**config.mk**
```make
export PLATFORM = sky130hd
export DESIGN_NAME = rename_top
export DESIGN_NICKNAME = d
export VERILOG_FILES = /design/src/rename_pkg.sv /design/src/busy_table.sv /design/src/inst_decoder.sv /design/src/rename_dispatch.sv /design/src/rename_table.sv /design/src/rename_top.sv
export SDC_FILE = /design/constraint.sdc
export NUM_CORES = 1
export LEC_CHECK = 0
export ABC_AREA = 1
export BUFFER_PORTS_ARGS = -buffer_cell sky130_fd_sc_hd__buf_2
export CAP_MARGIN = 30
export CORE_MARGIN = 8
export CORE_UTILIZATION = 40
export DETAILED_ROUTE_END_ITERATION = 10
export GPL_TIMING_DRIVEN = 1
export SLEW_MARGIN = 20
export SYNTH_ARGS = -nofsm -noshare
export SYNTH_HDL_FRONTEND = slang
export SYNTH_HIERARCHICAL = 1
export SYNTH_SLANG_ARGS = --single-unit
```
**constraint.sdc**
```tcl
create_clock -name clk -period 12.64 [get_ports clk]
set_clock_uncertainty 0.05 [all_clocks]
set_input_delay 3.16 -clock clk [delete_from_list [all_inputs] [get_ports clk]]
set_output_delay 3.16 -clock clk [all_outputs]
set_load 0.01 [all_outputs]
```
**src/rename_pkg.sv**
```systemverilog
// Shared sizes, RV32I opcodes and instruction-word views for the rename and dispatch front
package rename_pkg;

    // Register file sizes
    localparam int arch_regs = 32;
    localparam int phys_regs = 64;
    localparam int preg_w    = 6;

    // ROB tagging
    localparam int rob_depth = 8;
    localparam int rob_id_w  = 3;

    // RV32I major opcodes that the decoder recognizes
    localparam logic [6:0] op_reg    = 7'b0110011;
    localparam logic [6:0] op_imm    = 7'b0010011;
    localparam logic [6:0] op_load   = 7'b0000011;
    localparam logic [6:0] op_store  = 7'b0100011;
    localparam logic [6:0] op_branch = 7'b1100011;
    localparam logic [6:0] op_lui    = 7'b0110111;

    // One instruction word, seen either as R/S/B layout or as I/U layout
    typedef union packed {
        struct packed {
            logic [6:0] funct7;
            logic [4:0] rs2;
            logic [4:0] rs1;
            logic [2:0] funct3;
            logic [4:0] rd;
            logic [6:0] opcode;
        } reg_view;
        struct packed {
            logic [11:0] imm12;
            logic [4:0]  rs1;
            logic [2:0]  funct3;
            logic [4:0]  rd;
            logic [6:0]  opcode;
        } imm_view;
    } inst_word_u;

endpackage

```
**src/busy_table.sv**
```systemverilog
// Pending-result bits per physical register with same-cycle completion bypass on lookup
`timescale 1ns/1ns

module busy_table (
    input  logic                          clk,
    input  logic                          rst,
    input  logic [rename_pkg::preg_w-1:0] prs1,
    input  logic [rename_pkg::preg_w-1:0] prs2,
    input  logic                          set_en,
    input  logic [rename_pkg::preg_w-1:0] set_preg,
    input  logic                          cdb_valid,
    input  logic [rename_pkg::preg_w-1:0] cdb_preg,
    output logic                          rs1_busy,
    output logic                          rs2_busy
);

    logic [rename_pkg::phys_regs-1:0] busy_q;

    // A completion arriving this cycle already counts as ready
    assign rs1_busy = (prs1 != '0) && busy_q[prs1] && !(cdb_valid && (cdb_preg == prs1));
    assign rs2_busy = (prs2 != '0) && busy_q[prs2] && !(cdb_valid && (cdb_preg == prs2));

    always_ff @(posedge clk) begin
        if (rst) begin
            busy_q <= '0;
        end else begin
            if (cdb_valid) begin
                busy_q[cdb_preg] <= 1'b0;
            end
            // New destination is fresh from the free list, so no clash with the clear
            if (set_en && (set_preg != '0)) begin
                busy_q[set_preg] <= 1'b1;
            end
        end
    end

endmodule

```
**src/inst_decoder.sv**
```systemverilog
// Combinational RV32I decoder giving register fields, usage flags and immediate to rename
`timescale 1ns/1ns

module inst_decoder (
    input  rename_pkg::inst_word_u inst_word,
    output logic [4:0]             rs1,
    output logic [4:0]             rs2,
    output logic [4:0]             rd,
    output logic                   rs1_needed,
    output logic                   rs2_needed,
    output logic                   rd_write,
    output logic [31:0]            imm,
    output logic [6:0]             opcode
);

    // Opcode sits in the same bits in both views
    assign opcode = inst_word.reg_view.opcode;

    always_comb begin
        rs1        = '0;
        rs2        = '0;
        rd         = '0;
        rs1_needed = 1'b0;
        rs2_needed = 1'b0;
        rd_write   = 1'b0;
        imm        = '0;
        case (inst_word.reg_view.opcode)
            rename_pkg::op_reg: begin
                rs1        = inst_word.reg_view.rs1;
                rs2        = inst_word.reg_view.rs2;
                rd         = inst_word.reg_view.rd;
                rs1_needed = 1'b1;
                rs2_needed = 1'b1;
                rd_write   = 1'b1;
            end
            rename_pkg::op_store: begin
                rs1        = inst_word.reg_view.rs1;
                rs2        = inst_word.reg_view.rs2;
                rs1_needed = 1'b1;
                rs2_needed = 1'b1;
                // S immediate is split over funct7 and the rd slot
                imm = {{20{inst_word.reg_view.funct7[6]}}, inst_word.reg_view.funct7,
                       inst_word.reg_view.rd};
            end
            rename_pkg::op_branch: begin
                rs1        = inst_word.reg_view.rs1;
                rs2        = inst_word.reg_view.rs2;
                rs1_needed = 1'b1;
                rs2_needed = 1'b1;
            end
            rename_pkg::op_imm, rename_pkg::op_load: begin
                rs1        = inst_word.imm_view.rs1;
                rd         = inst_word.imm_view.rd;
                rs1_needed = 1'b1;
                rd_write   = 1'b1;
                imm        = {{20{inst_word.imm_view.imm12[11]}}, inst_word.imm_view.imm12};
            end
            rename_pkg::op_lui: begin
                rd       = inst_word.imm_view.rd;
                rd_write = 1'b1;
                imm      = {inst_word.imm_view.imm12, inst_word.imm_view.rs1,
                            inst_word.imm_view.funct3, 12'b0};
            end
            default: begin
                // Unknown opcode reads and writes no register
            end
        endcase
    end

endmodule

```
**src/rename_dispatch.sv**
```systemverilog
// Four-phase instruction handshake, rename sequencing and registered reservation-station entry
`timescale 1ns/1ns

module rename_dispatch (
    input  logic                            clk,
    input  logic                            rst,
    input  logic                            inst_req,
    input  logic [31:0]                     inst_word_in,
    input  logic                            rs_full,
    input  logic                            free_avail,
    input  logic                            rs1_needed,
    input  logic                            rs2_needed,
    input  logic                            rd_write,
    input  logic [4:0]                      rd,
    input  logic [31:0]                     imm,
    input  logic [6:0]                      opcode,
    input  logic [rename_pkg::preg_w-1:0]   prs1,
    input  logic [rename_pkg::preg_w-1:0]   prs2,
    input  logic [rename_pkg::preg_w-1:0]   old_prd,
    input  logic [rename_pkg::preg_w-1:0]   new_prd,
    input  logic                            rs1_busy,
    input  logic                            rs2_busy,
    output logic                            inst_ack,
    output rename_pkg::inst_word_u          inst_word,
    output logic                            rename_en,
    output logic                            alloc,
    output logic                            disp_valid,
    output logic [rename_pkg::rob_id_w-1:0] disp_rob_id,
    output logic [6:0]                      disp_opcode,
    output logic [31:0]                     disp_imm,
    output logic [rename_pkg::preg_w-1:0]   disp_prs1,
    output logic [rename_pkg::preg_w-1:0]   disp_prs2,
    output logic [rename_pkg::preg_w-1:0]   disp_prd,
    output logic [rename_pkg::preg_w-1:0]   disp_old_prd,
    output logic                            disp_rs1_ready,
    output logic                            disp_rs2_ready
);

    // Handshake FSM state where low is idle and high is acked
    logic                            acked_q;
    logic [rename_pkg::rob_id_w-1:0] rob_id_q;
    logic                            rs1_ready;
    logic                            rs2_ready;

    assign inst_word = inst_word_in;
    assign inst_ack  = acked_q;

    // x0 destinations are dropped, so only real writes take a register
    assign alloc = rd_write && (rd != '0);

    // One rename per request, held off by a full RS or an empty free list
    assign rename_en = inst_req && !acked_q && !rs_full && (!alloc || free_avail);

    assign rs1_ready = !rs1_needed || !rs1_busy;
    assign rs2_ready = !rs2_needed || !rs2_busy;

    always_ff @(posedge clk) begin
        if (rst) begin
            acked_q    <= 1'b0;
            disp_valid <= 1'b0;
            rob_id_q   <= '0;
        end else begin
            disp_valid <= rename_en;
            if (rename_en) begin
                acked_q  <= 1'b1;
                rob_id_q <= rob_id_q + 1'b1;
            end else if (acked_q && !inst_req) begin
                acked_q <= 1'b0;
            end
        end
    end

    // Entry payload
    always_ff @(posedge clk) begin
        if (rename_en) begin
            disp_rob_id    <= rob_id_q;
            disp_opcode    <= opcode;
            disp_imm       <= imm;
            disp_prs1      <= prs1;
            disp_prs2      <= prs2;
            disp_prd       <= new_prd;
            disp_old_prd   <= old_prd;
            disp_rs1_ready <= rs1_ready;
            disp_rs2_ready <= rs2_ready;
        end
    end

endmodule

```
**src/rename_table.sv**
```systemverilog
// Register alias table and circular free list, popped on rename and pushed on commit
`timescale 1ns/1ns

module rename_table (
    input  logic                          clk,
    input  logic                          rst,
    input  logic [4:0]                    rs1,
    input  logic [4:0]                    rs2,
    input  logic [4:0]                    rd,
    input  logic                          alloc,
    input  logic                          rename_en,
    input  logic                          commit_valid,
    input  logic [rename_pkg::preg_w-1:0] commit_preg,
    output logic [rename_pkg::preg_w-1:0] prs1,
    output logic [rename_pkg::preg_w-1:0] prs2,
    output logic [rename_pkg::preg_w-1:0] old_prd,
    output logic [rename_pkg::preg_w-1:0] new_prd,
    output logic                          free_avail
);

    logic [rename_pkg::preg_w-1:0] map_q [rename_pkg::arch_regs];
    logic [rename_pkg::preg_w-1:0] free_q [rename_pkg::phys_regs - rename_pkg::arch_regs];

    // Pointers wrap on their own since the free list depth is a power of two
    logic [$clog2(rename_pkg::phys_regs - rename_pkg::arch_regs)-1:0] head_q;
    logic [$clog2(rename_pkg::phys_regs - rename_pkg::arch_regs)-1:0] tail_q;
    logic [rename_pkg::preg_w-1:0] count_q;

    logic pop;
    logic push;

    assign pop  = rename_en && alloc;
    // Physical register 0 backs x0 and never returns to the pool
    assign push = commit_valid && (commit_preg != '0);

    assign prs1       = map_q[rs1];
    assign prs2       = map_q[rs2];
    assign old_prd    = alloc ? map_q[rd] : '0;
    assign new_prd    = alloc ? free_q[head_q] : '0;
    assign free_avail = (count_q != '0);

    always_ff @(posedge clk) begin
        if (rst) begin
            // Identity map with every register above the architectural range free
            for (int i = 0; i < rename_pkg::arch_regs; i++) begin
                map_q[i] <= rename_pkg::preg_w'(i);
            end
            for (int i = 0; i < rename_pkg::phys_regs - rename_pkg::arch_regs; i++) begin
                free_q[i] <= rename_pkg::preg_w'(rename_pkg::arch_regs + i);
            end
            head_q  <= '0;
            tail_q  <= '0;
            count_q <= rename_pkg::preg_w'(rename_pkg::phys_regs - rename_pkg::arch_regs);
        end else begin
            if (pop) begin
                map_q[rd] <= free_q[head_q];
                head_q    <= head_q + 1'b1;
            end
            if (push) begin
                free_q[tail_q] <= commit_preg;
                tail_q         <= tail_q + 1'b1;
            end
            case ({push, pop})
                2'b10:   count_q <= count_q + 1'b1;
                2'b01:   count_q <= count_q - 1'b1;
                default: count_q <= count_q;
            endcase
        end
    end

endmodule

```
**src/rename_top.sv**
```systemverilog
// Top level of the rename front, wiring decoder, alias table, busy table and dispatch
`timescale 1ns/1ns

module rename_top (
    input  logic                            clk,
    input  logic                            rst,
    input  logic                            inst_req,
    input  logic [31:0]                     inst_word,
    input  logic                            rs_full,
    input  logic                            cdb_valid,
    input  logic [rename_pkg::preg_w-1:0]   cdb_preg,
    input  logic                            commit_valid,
    input  logic [rename_pkg::preg_w-1:0]   commit_preg,
    output logic                            inst_ack,
    output logic                            disp_valid,
    output logic [rename_pkg::rob_id_w-1:0] disp_rob_id,
    output logic [6:0]                      disp_opcode,
    output logic [31:0]                     disp_imm,
    output logic [rename_pkg::preg_w-1:0]   disp_prs1,
    output logic [rename_pkg::preg_w-1:0]   disp_prs2,
    output logic [rename_pkg::preg_w-1:0]   disp_prd,
    output logic [rename_pkg::preg_w-1:0]   disp_old_prd,
    output logic                            disp_rs1_ready,
    output logic                            disp_rs2_ready
);

    rename_pkg::inst_word_u        dec_word;
    logic [4:0]                    rs1, rs2, rd;
    logic                          rs1_needed, rs2_needed, rd_write;
    logic [31:0]                   imm;
    logic [6:0]                    opcode;
    logic [rename_pkg::preg_w-1:0] prs1, prs2, old_prd, new_prd;
    logic                          free_avail, rename_en, alloc;
    logic                          rs1_busy, rs2_busy;

    inst_decoder u_decoder (
        .inst_word(dec_word), .rs1(rs1), .rs2(rs2), .rd(rd),
        .rs1_needed(rs1_needed), .rs2_needed(rs2_needed), .rd_write(rd_write),
        .imm(imm), .opcode(opcode)
    );

    rename_table u_rename_table (
        .clk(clk), .rst(rst), .rs1(rs1), .rs2(rs2), .rd(rd), .alloc(alloc),
        .rename_en(rename_en), .commit_valid(commit_valid), .commit_preg(commit_preg),
        .prs1(prs1), .prs2(prs2), .old_prd(old_prd), .new_prd(new_prd),
        .free_avail(free_avail)
    );

    // new_prd reads 0 without allocation, which the busy table ignores
    busy_table u_busy_table (
        .clk(clk), .rst(rst), .prs1(prs1), .prs2(prs2), .set_en(rename_en),
        .set_preg(new_prd), .cdb_valid(cdb_valid), .cdb_preg(cdb_preg),
        .rs1_busy(rs1_busy), .rs2_busy(rs2_busy)
    );

    rename_dispatch u_dispatch (
        .clk(clk), .rst(rst), .inst_req(inst_req), .inst_word_in(inst_word),
        .rs_full(rs_full), .free_avail(free_avail), .rs1_needed(rs1_needed),
        .rs2_needed(rs2_needed), .rd_write(rd_write), .rd(rd), .imm(imm), .opcode(opcode),
        .prs1(prs1), .prs2(prs2), .old_prd(old_prd), .new_prd(new_prd),
        .rs1_busy(rs1_busy), .rs2_busy(rs2_busy), .inst_ack(inst_ack), .inst_word(dec_word),
        .rename_en(rename_en), .alloc(alloc), .disp_valid(disp_valid),
        .disp_rob_id(disp_rob_id), .disp_opcode(disp_opcode), .disp_imm(disp_imm),
        .disp_prs1(disp_prs1), .disp_prs2(disp_prs2), .disp_prd(disp_prd),
        .disp_old_prd(disp_old_prd), .disp_rs1_ready(disp_rs1_ready),
        .disp_rs2_ready(disp_rs2_ready)
    );

endmodule

```
; ---- After elaboration in Yosys (flattened, before gate mapping)
; Memories as Yosys holds them, arrays and structs flattened. A register that Yosys moved wholly into a read port is not among the register bits.
; Cells that the tools add are included.
[totals]
reg_bits = 147
ramBits = 384
inputBits = 50
out_inout_bits = 70
word_cells = 123
memories = 2
[op_classes]
addsub = 5
n_lt_le_gt_ge = 6
eq_ne = 10
muxes = 38
bitwise = 3
reduce_logical = 44
[memory_table]
columns = memory, depth, word_bits, read_ports, rd_ports_with_merged_regs, wr, line_no
row1 = u_rename_table.free_q, 32, 6, 1, 1, 32, rename_table.sv:22  ; logic [rename_pkg::preg_w-1:0] free_q [rename_pkg::phys_regs - rename_pkg::arch_regs];
row2 = u_rename_table.map_q, 32, 6, 3, 1, 32, rename_table.sv:21  ; logic [rename_pkg::preg_w-1:0] map_q [rename_pkg::arch_regs];
[ops]
columns = op, count
row1 = 64-bit 2-to-1 mux, 3
row2 = 32-bit one-hot mux with 3 select lines, 1
row3 = 64-bit AND, 1
row4 = 64-bit inverter, 1
row5 = 64-bit bitwise OR, 1
row6 = 5-bit 2-to-1 mux, 7
row7 = 6-bit nonzero test, 5
row8 = "6-bit by 7-bit < comparator with 1-bit output, second input constant", 4
row9 = "7-bit by 6-bit == test with 1-bit output, second input constant", 3
row10 = 1-bit 2-to-1 mux, 19
row11 = 6-bit 2-to-1 mux, 3
row12 = 1-bit logical AND, 16
row13 = 1-bit binary-select mux with 6-bit select, 2
row14 = 1-bit demux with 6-bit select, 2
row15 = 6-bit == test, 2
row16 = "6-bit by 1-bit >= comparator with 1-bit output, second input constant", 2
row17 = 6-bit one-hot mux with 2 select lines, 1
row18 = 6-bit OR reduction, 2
row19 = 1-bit logical NOT, 11
row20 = "5-bit by 1-bit adder with 5-bit output, second input constant", 2
row21 = "7-bit by 2-bit == test with 1-bit output, second input constant", 1
row22 = "7-bit by 5-bit == test with 1-bit output, second input constant", 1
row23 = "7-bit == test, second input constant", 1
row24 = "6-bit by 1-bit adder with 6-bit output, second input constant", 1
row25 = 11 further kinds, 14

; ---- Logic depth before layout (Yosys ltp)
[depth]
word_depth = 14
depth_mapped = 35
ltp_nobuf = 29

; ---- Cells and area by module
; The synthesis kept the hierarchy.
[modules_own_cells]
columns = module, instances, cells_each, area_per_inst_um2, seq_area_each_um2
row1 = rename_table, 1, 2911, 22918.2, 11951.5
row2 = busy_table, 1, 747, 4345.4, 1281.2
row3 = rename_dispatch, 1, 135, 2543.7, 2142.1
row4 = inst_decoder, 1, 128, 629.4, 0.0

; ---- Worst setup path after synthesis
; No wires, ideal clock.
[synth_path]
path_type = input -> register
from = input inst_word[3]
to = register u_rename_table/count_q[4] in the netlist's numbering
setup_time_ps = 115
arrival_ps = 7335
required_time_ps = 12475
slack_ps = 5140
stages = 21
n_path_buf = 2
cell_sequence = buf_4 inv_1 nand2_1 nor2_1 buf_4 o21ai_1 a21oi_1 nor2_1 nand3_1 nand3_2 nand2_2 clkinv_2 nand2_1 inv_1 ha_1 ha_1 a21oi_1 o21ai_0 xor2_1 o21ai_0 inv_1
[synth_between]
elab_chain_cells = 11
elab_cells_between_ends = 17
cone_classes = 6 x eq/ne / 3 x mux / 8 x reduce/logical
[synth_lines]
columns = element, line_no
row1 = from (decl), rename_top.sv:8  ; input logic [31:0] inst_word,
row2 = "7-bit by 6-bit == test with 1-bit output, or another cell as far along", inst_decoder.sv:27  ; case (inst_word.reg_view.opcode)
row3 = 4-bit OR reduction (no source line) (*), -
row4 = 5-bit 2-to-1 mux (*), inst_decoder.sv:27
row5 = via rd[3], rename_top.sv:28  ; logic [4:0] rs1, rs2, rd;
row6 = 5-bit nonzero test (*), rename_dispatch.sv:49  ; assign alloc = rd_write && (rd != '0);
row7 = 1-bit logical AND (*), rename_dispatch.sv:49
row8 = 1-bit logical NOT (*), rename_dispatch.sv:52  ; assign rename_en = inst_req && !acked_q && !rs_full && (!alloc || free_avail);
row9 = 1-bit logical OR (*), rename_dispatch.sv:52
row10 = 1-bit logical AND (*), rename_dispatch.sv:52
row11 = via rename_en, rename_top.sv:33  ; logic free_avail, rename_en, alloc;
row12 = 1-bit logical AND (*), rename_table.sv:32  ; assign pop = rename_en && alloc;
row13 = 2-bit by 1-bit == test with 1-bit output / 2-bit == test (equally long branches), rename_table.sv:63  ; case ({push, pop})
row14 = 6-bit one-hot mux with 2 select lines / 2-bit nonzero test (equally long branches), -
row15 = to (signal assigned), rename_table.sv:64  ; 2'b10: count_q <= count_q + 1'b1;
row16 = to (signal assigned), rename_table.sv:65  ; 2'b01: count_q <= count_q - 1'b1;
row17 = to (signal assigned), rename_table.sv:66  ; default: count_q <= count_q;
row18 = to (decl), rename_table.sv:27  ; logic [rename_pkg::preg_w-1:0] count_q;
; Mark *: on every way through the listed nets, which the timed path passes. The rest lies on a longest branch.
; A chain may end at the register's enable or synchronous reset.

; ---- Final worst setup path
[layout_path]
from = input inst_word[3]
to = register u_dispatch.disp_rs1_ready, data pin
[layout_between]
elab_cells_between_ends = 20
cone_classes = 6 x eq/ne / 4 x mux / 9 x reduce/logical / 1 x memory
[layout_lines]
columns = element, line_no
row1 = "7-bit == test, or another cell as far along", inst_decoder.sv:27
row2 = 5-bit OR reduction (no source line) (*), -
row3 = 1-bit 2-to-1 mux (*), inst_decoder.sv:27
row4 = via rs1_needed, rename_top.sv:29  ; logic rs1_needed, rs2_needed, rd_write;
row5 = 1-bit logical NOT (*), rename_dispatch.sv:54  ; assign rs1_ready = !rs1_needed || !rs1_busy;
row6 = 1-bit logical OR (*), rename_dispatch.sv:54
row7 = via u_dispatch.rs1_ready, rename_dispatch.sv:42  ; logic rs1_ready;
row8 = to (signal assigned), rename_dispatch.sv:83  ; disp_rs1_ready <= rs1_ready;
row9 = to (decl), rename_dispatch.sv:35  ; output logic disp_rs1_ready,
; Mark *: on every way through the listed nets, which the timed path passes. The rest lies on a longest branch. The select of a mux whose other input is x is not followed.

==> flow_metrics.env <==
export IMPL_maxCapViolCount=0
export IMPL_cts_tree="done"
export IMPL_grt_max_degree=108
export IMPL_grt_overflow=0
export IMPL_synth_top_area_frac=0.446
export IMPL_holdBufCountCts=0
export IMPL_endpoint_kind="flip-flop"
export IMPL_antenna_found_initial=0
export IMPL_netlist_instances=3921
export IMPL_leakagePower_nw=13.0
export IMPL_post_route_period_util=0.657
export IMPL_max_freq_mhz=120
export IMPL_path_buf_inv=9
export IMPL_seq_area_frac_synth=0.505
export IMPL_synth_cell_types=43
export IMPL_ios=120
export IMPL_yosys_area_top_type="edfxtp_1"
export IMPL_drive_gt1_frac=0.0953
export IMPL_required_ns=12.97
export IMPL_clock_path_buffers=3
export IMPL_wl_um=95900
export IMPL_hold_class="flip-flop to flip-flop"
export IMPL_utilization=0.440
export IMPL_cts_resized_gates=0
export IMPL_yosysWarnings=6
export IMPL_setup_viol=0
export IMPL_met1Wirelength_um=41400
export IMPL_port_buffers=119
export IMPL_ant_nets=0
export IMPL_arrival_ns=8.63
export IMPL_dp_cells=4800
export IMPL_htree_levels=2
export IMPL_die_h_um=292
export IMPL_grtUsageTotal=0.217
export IMPL_status="complete, no violations"
export IMPL_gp_routability_congestion=0.915
export IMPL_synth_edf_count=452
export IMPL_cpMostUsedCell="nand2_1"
export IMPL_first_iter_violations=2675
export IMPL_clk_latency_ns=0.64
export IMPL_postSynthAreaPerCell_um2=7.76
export IMPL_core_mm2=0.0757
export IMPL_cts_buffers=58
export IMPL_crit_family="buffers and inverters"
export IMPL_ys_flop_type="edfxtp_1"
export IMPL_routed_top_layer="met4"
export IMPL_finalSetupTns_ns=0
export IMPL_cp_max_fo=53
export IMPL_netlist_area_mm2=0.0304
export IMPL_layout_common_cells="nand2_1, edfxtp_1, nand3_1"
export IMPL_ys_async_sr_fraction=0
export IMPL_critPathSlowestCell="clkinv_1"
export IMPL_slew_headroom=0.338
export IMPL_final_cells=4913
export IMPL_vias=26481
export IMPL_hold_violations=0
export IMPL_worstSetupStartpointType="input pin"
export IMPL_synthTopCellsByArea="edfxtp_1, nand2_1, nand3_1"
export IMPL_postCtsSetupBuffers=0
export IMPL_clock_sinks=542
export IMPL_vias_per_cell=5.39
export IMPL_worst_pin_slew_ns=0.991
export IMPL_die_w_um=292
export IMPL_wl_met2_um=44100
export IMPL_slew_viol_final=0
export IMPL_nFillCells=7614
export IMPL_critPathMaxStageDelay_ns=0.87
export IMPL_layout_nets=3946
export IMPL_dr_wl_met3_um=7580
export IMPL_grt_pass1_vias=24527
export IMPL_drcViolationCount=0
export IMPL_clk_pin_slew_ns=0.06
export IMPL_ys_ff_latch=542
export IMPL_root_buffer="clkbuf_16"
export IMPL_rows=101
export IMPL_final_common_cell="nand2_1"
export IMPL_cellPowerDensity_mw_per_mm2=120
export IMPL_period_needed_ns=8.31
export IMPL_start_util=0.402
export IMPL_reg2reg_slack_ns=8.27
export IMPL_area_growth_syn_to_layout_pct=9.45
export IMPL_firstDrtPassIters=6
export IMPL_dp_hpwl_um=64800
export IMPL_ir_drop_mv=0.128
export IMPL_dieArea_mm2=0.0852
export IMPL_wire_per_inst_um=19.5
export IMPL_path_class="input pin to flip-flop"
export IMPL_syn_nets=3983
export IMPL_grt_pass1_wl_um=147000
export IMPL_finalPower_mw=3.99
export IMPL_grt_setup_unrepaired="false"
-- stage by stage --
stage,setup slack [ns],hold WS (ns),area [um2]
floorplan,5.14,0.362,30400
global placement,3.82,0.382,31200
detailed placement,3.77,0.386,31300
CTS,4.43,0.400,33300
global route,3.76,0.431,33300
finish,4.33,0.399,33300
-- flip-flops by register name (all words and copies together), names as in the netlist, 3 cells and up, named ones only --
name	cells
u_busy_table/busy_q	64
u_rename_table/tail_q	5
u_dispatch/rob_id_q	3
u_rename_table/head_q	5
u_rename_table/free_q	192
u_rename_table/map_q	192
u_dispatch/disp_rob_id	3
u_dispatch/disp_prs1	6
u_dispatch/disp_prd	6
u_dispatch/disp_imm	32
u_dispatch/disp_opcode	7
u_rename_table/count_q	6
u_dispatch/disp_prs2	6
u_dispatch/disp_old_prd	6
-- cell type report --
type / instances / area, um2 / area share
Antenna cell: 1 / 2.50 / 0.0000751
Clock buffer: 67 / 1560 / 0.0469
Clock inverter: 43 / 394 / 0.0118
Inverter: 336 / 1290 / 0.0386
Multi-Input combinational cell: 2778 / 12400 / 0.373
Sequential cell: 542 / 15400 / 0.462
Tap cell: 978 / 1220 / 0.0367
Timing Repair Buffer: 168 / 1050 / 0.0315
-- synth_stat cells (21+ instances only) --
library cell	n
a21oi_1	253
buf_2	85
buf_4	53
clkbuf_1	94
dfxtp_1	90
edfxtp_1	452
inv_1	290
inv_2	33
nand2_1	1314
nand3_1	443
nor2_1	336
nor3_1	24
o211ai_1	21
o21ai_0	283
-- cell families (layout without fill, tap and decap cells) --
| family | Yosys count | count (layout) | share of synthesized area |
|---|---|---|---|
| AO/OA/AOI/OAI | 569 | 569 | 0.0961 |
| XOR/XNOR | 5 | 5 | 0.00144 |
| adder cells (fa/ha/maj) | 12 | 12 | 0.00518 |
| buffers and inverters | 601 | 614 | 0.0886 |
| flip-flops | 542 | 542 | 0.505 |
| other | 0 | 1 | 0 |
| AND/OR/NAND/NOR | 2192 | 2192 | 0.304 |
-- worst register-to-register path, cell delays in order (launching register included) --
cell and delay [ns]:
dfxtp_2 0.31, buf_4 0.27, inv_4 0.35, buf_4 0.66, nand2_1 0.13, nand3_1 0.12
nand3_1 0.12, nand2_1 0.14, nand2_1 0.05, nand3_1 0.09, nand2_2 0.33, nor2_1 0.59
inv_1 0.20, nor3_1 0.40, nand2_1 0.13, inv_2 0.14, nand2_1 0.07, a21oi_1 0.14
-- final timing paths --
path,start,endpoint,cells after the start
max,inst_word[3],u_dispatch/disp_rs1_ready$_DFFE_PP_,30
min,u_rename_table/head_q[4]$_SDFFE_PP0N_,u_rename_table/head_q[4]$_SDFFE_PP0N_,1
max reg2reg,flip-flop,u_busy_table/busy_q[12]$_SDFF_PP0_,17
min reg2reg,u_rename_table/head_q[4]$_SDFFE_PP0N_,u_rename_table/head_q[4]$_SDFFE_PP0N_,1
-- routing by layer --
layer / up-vias / GRT usage
met2: 1148 / 0.350
met1: 12372 / 0.303
li1: 12798 / -
met4: 0 / 0.0660
met3: 163 / 0.0289
met5: - / 0
-- power breakdown --
part           internal, mW  switching, mW
Combinational        0.0722          0.217
Clock                 0.977          0.746
Sequential             1.96         0.0170
Power figures use the tool's default switching activity.
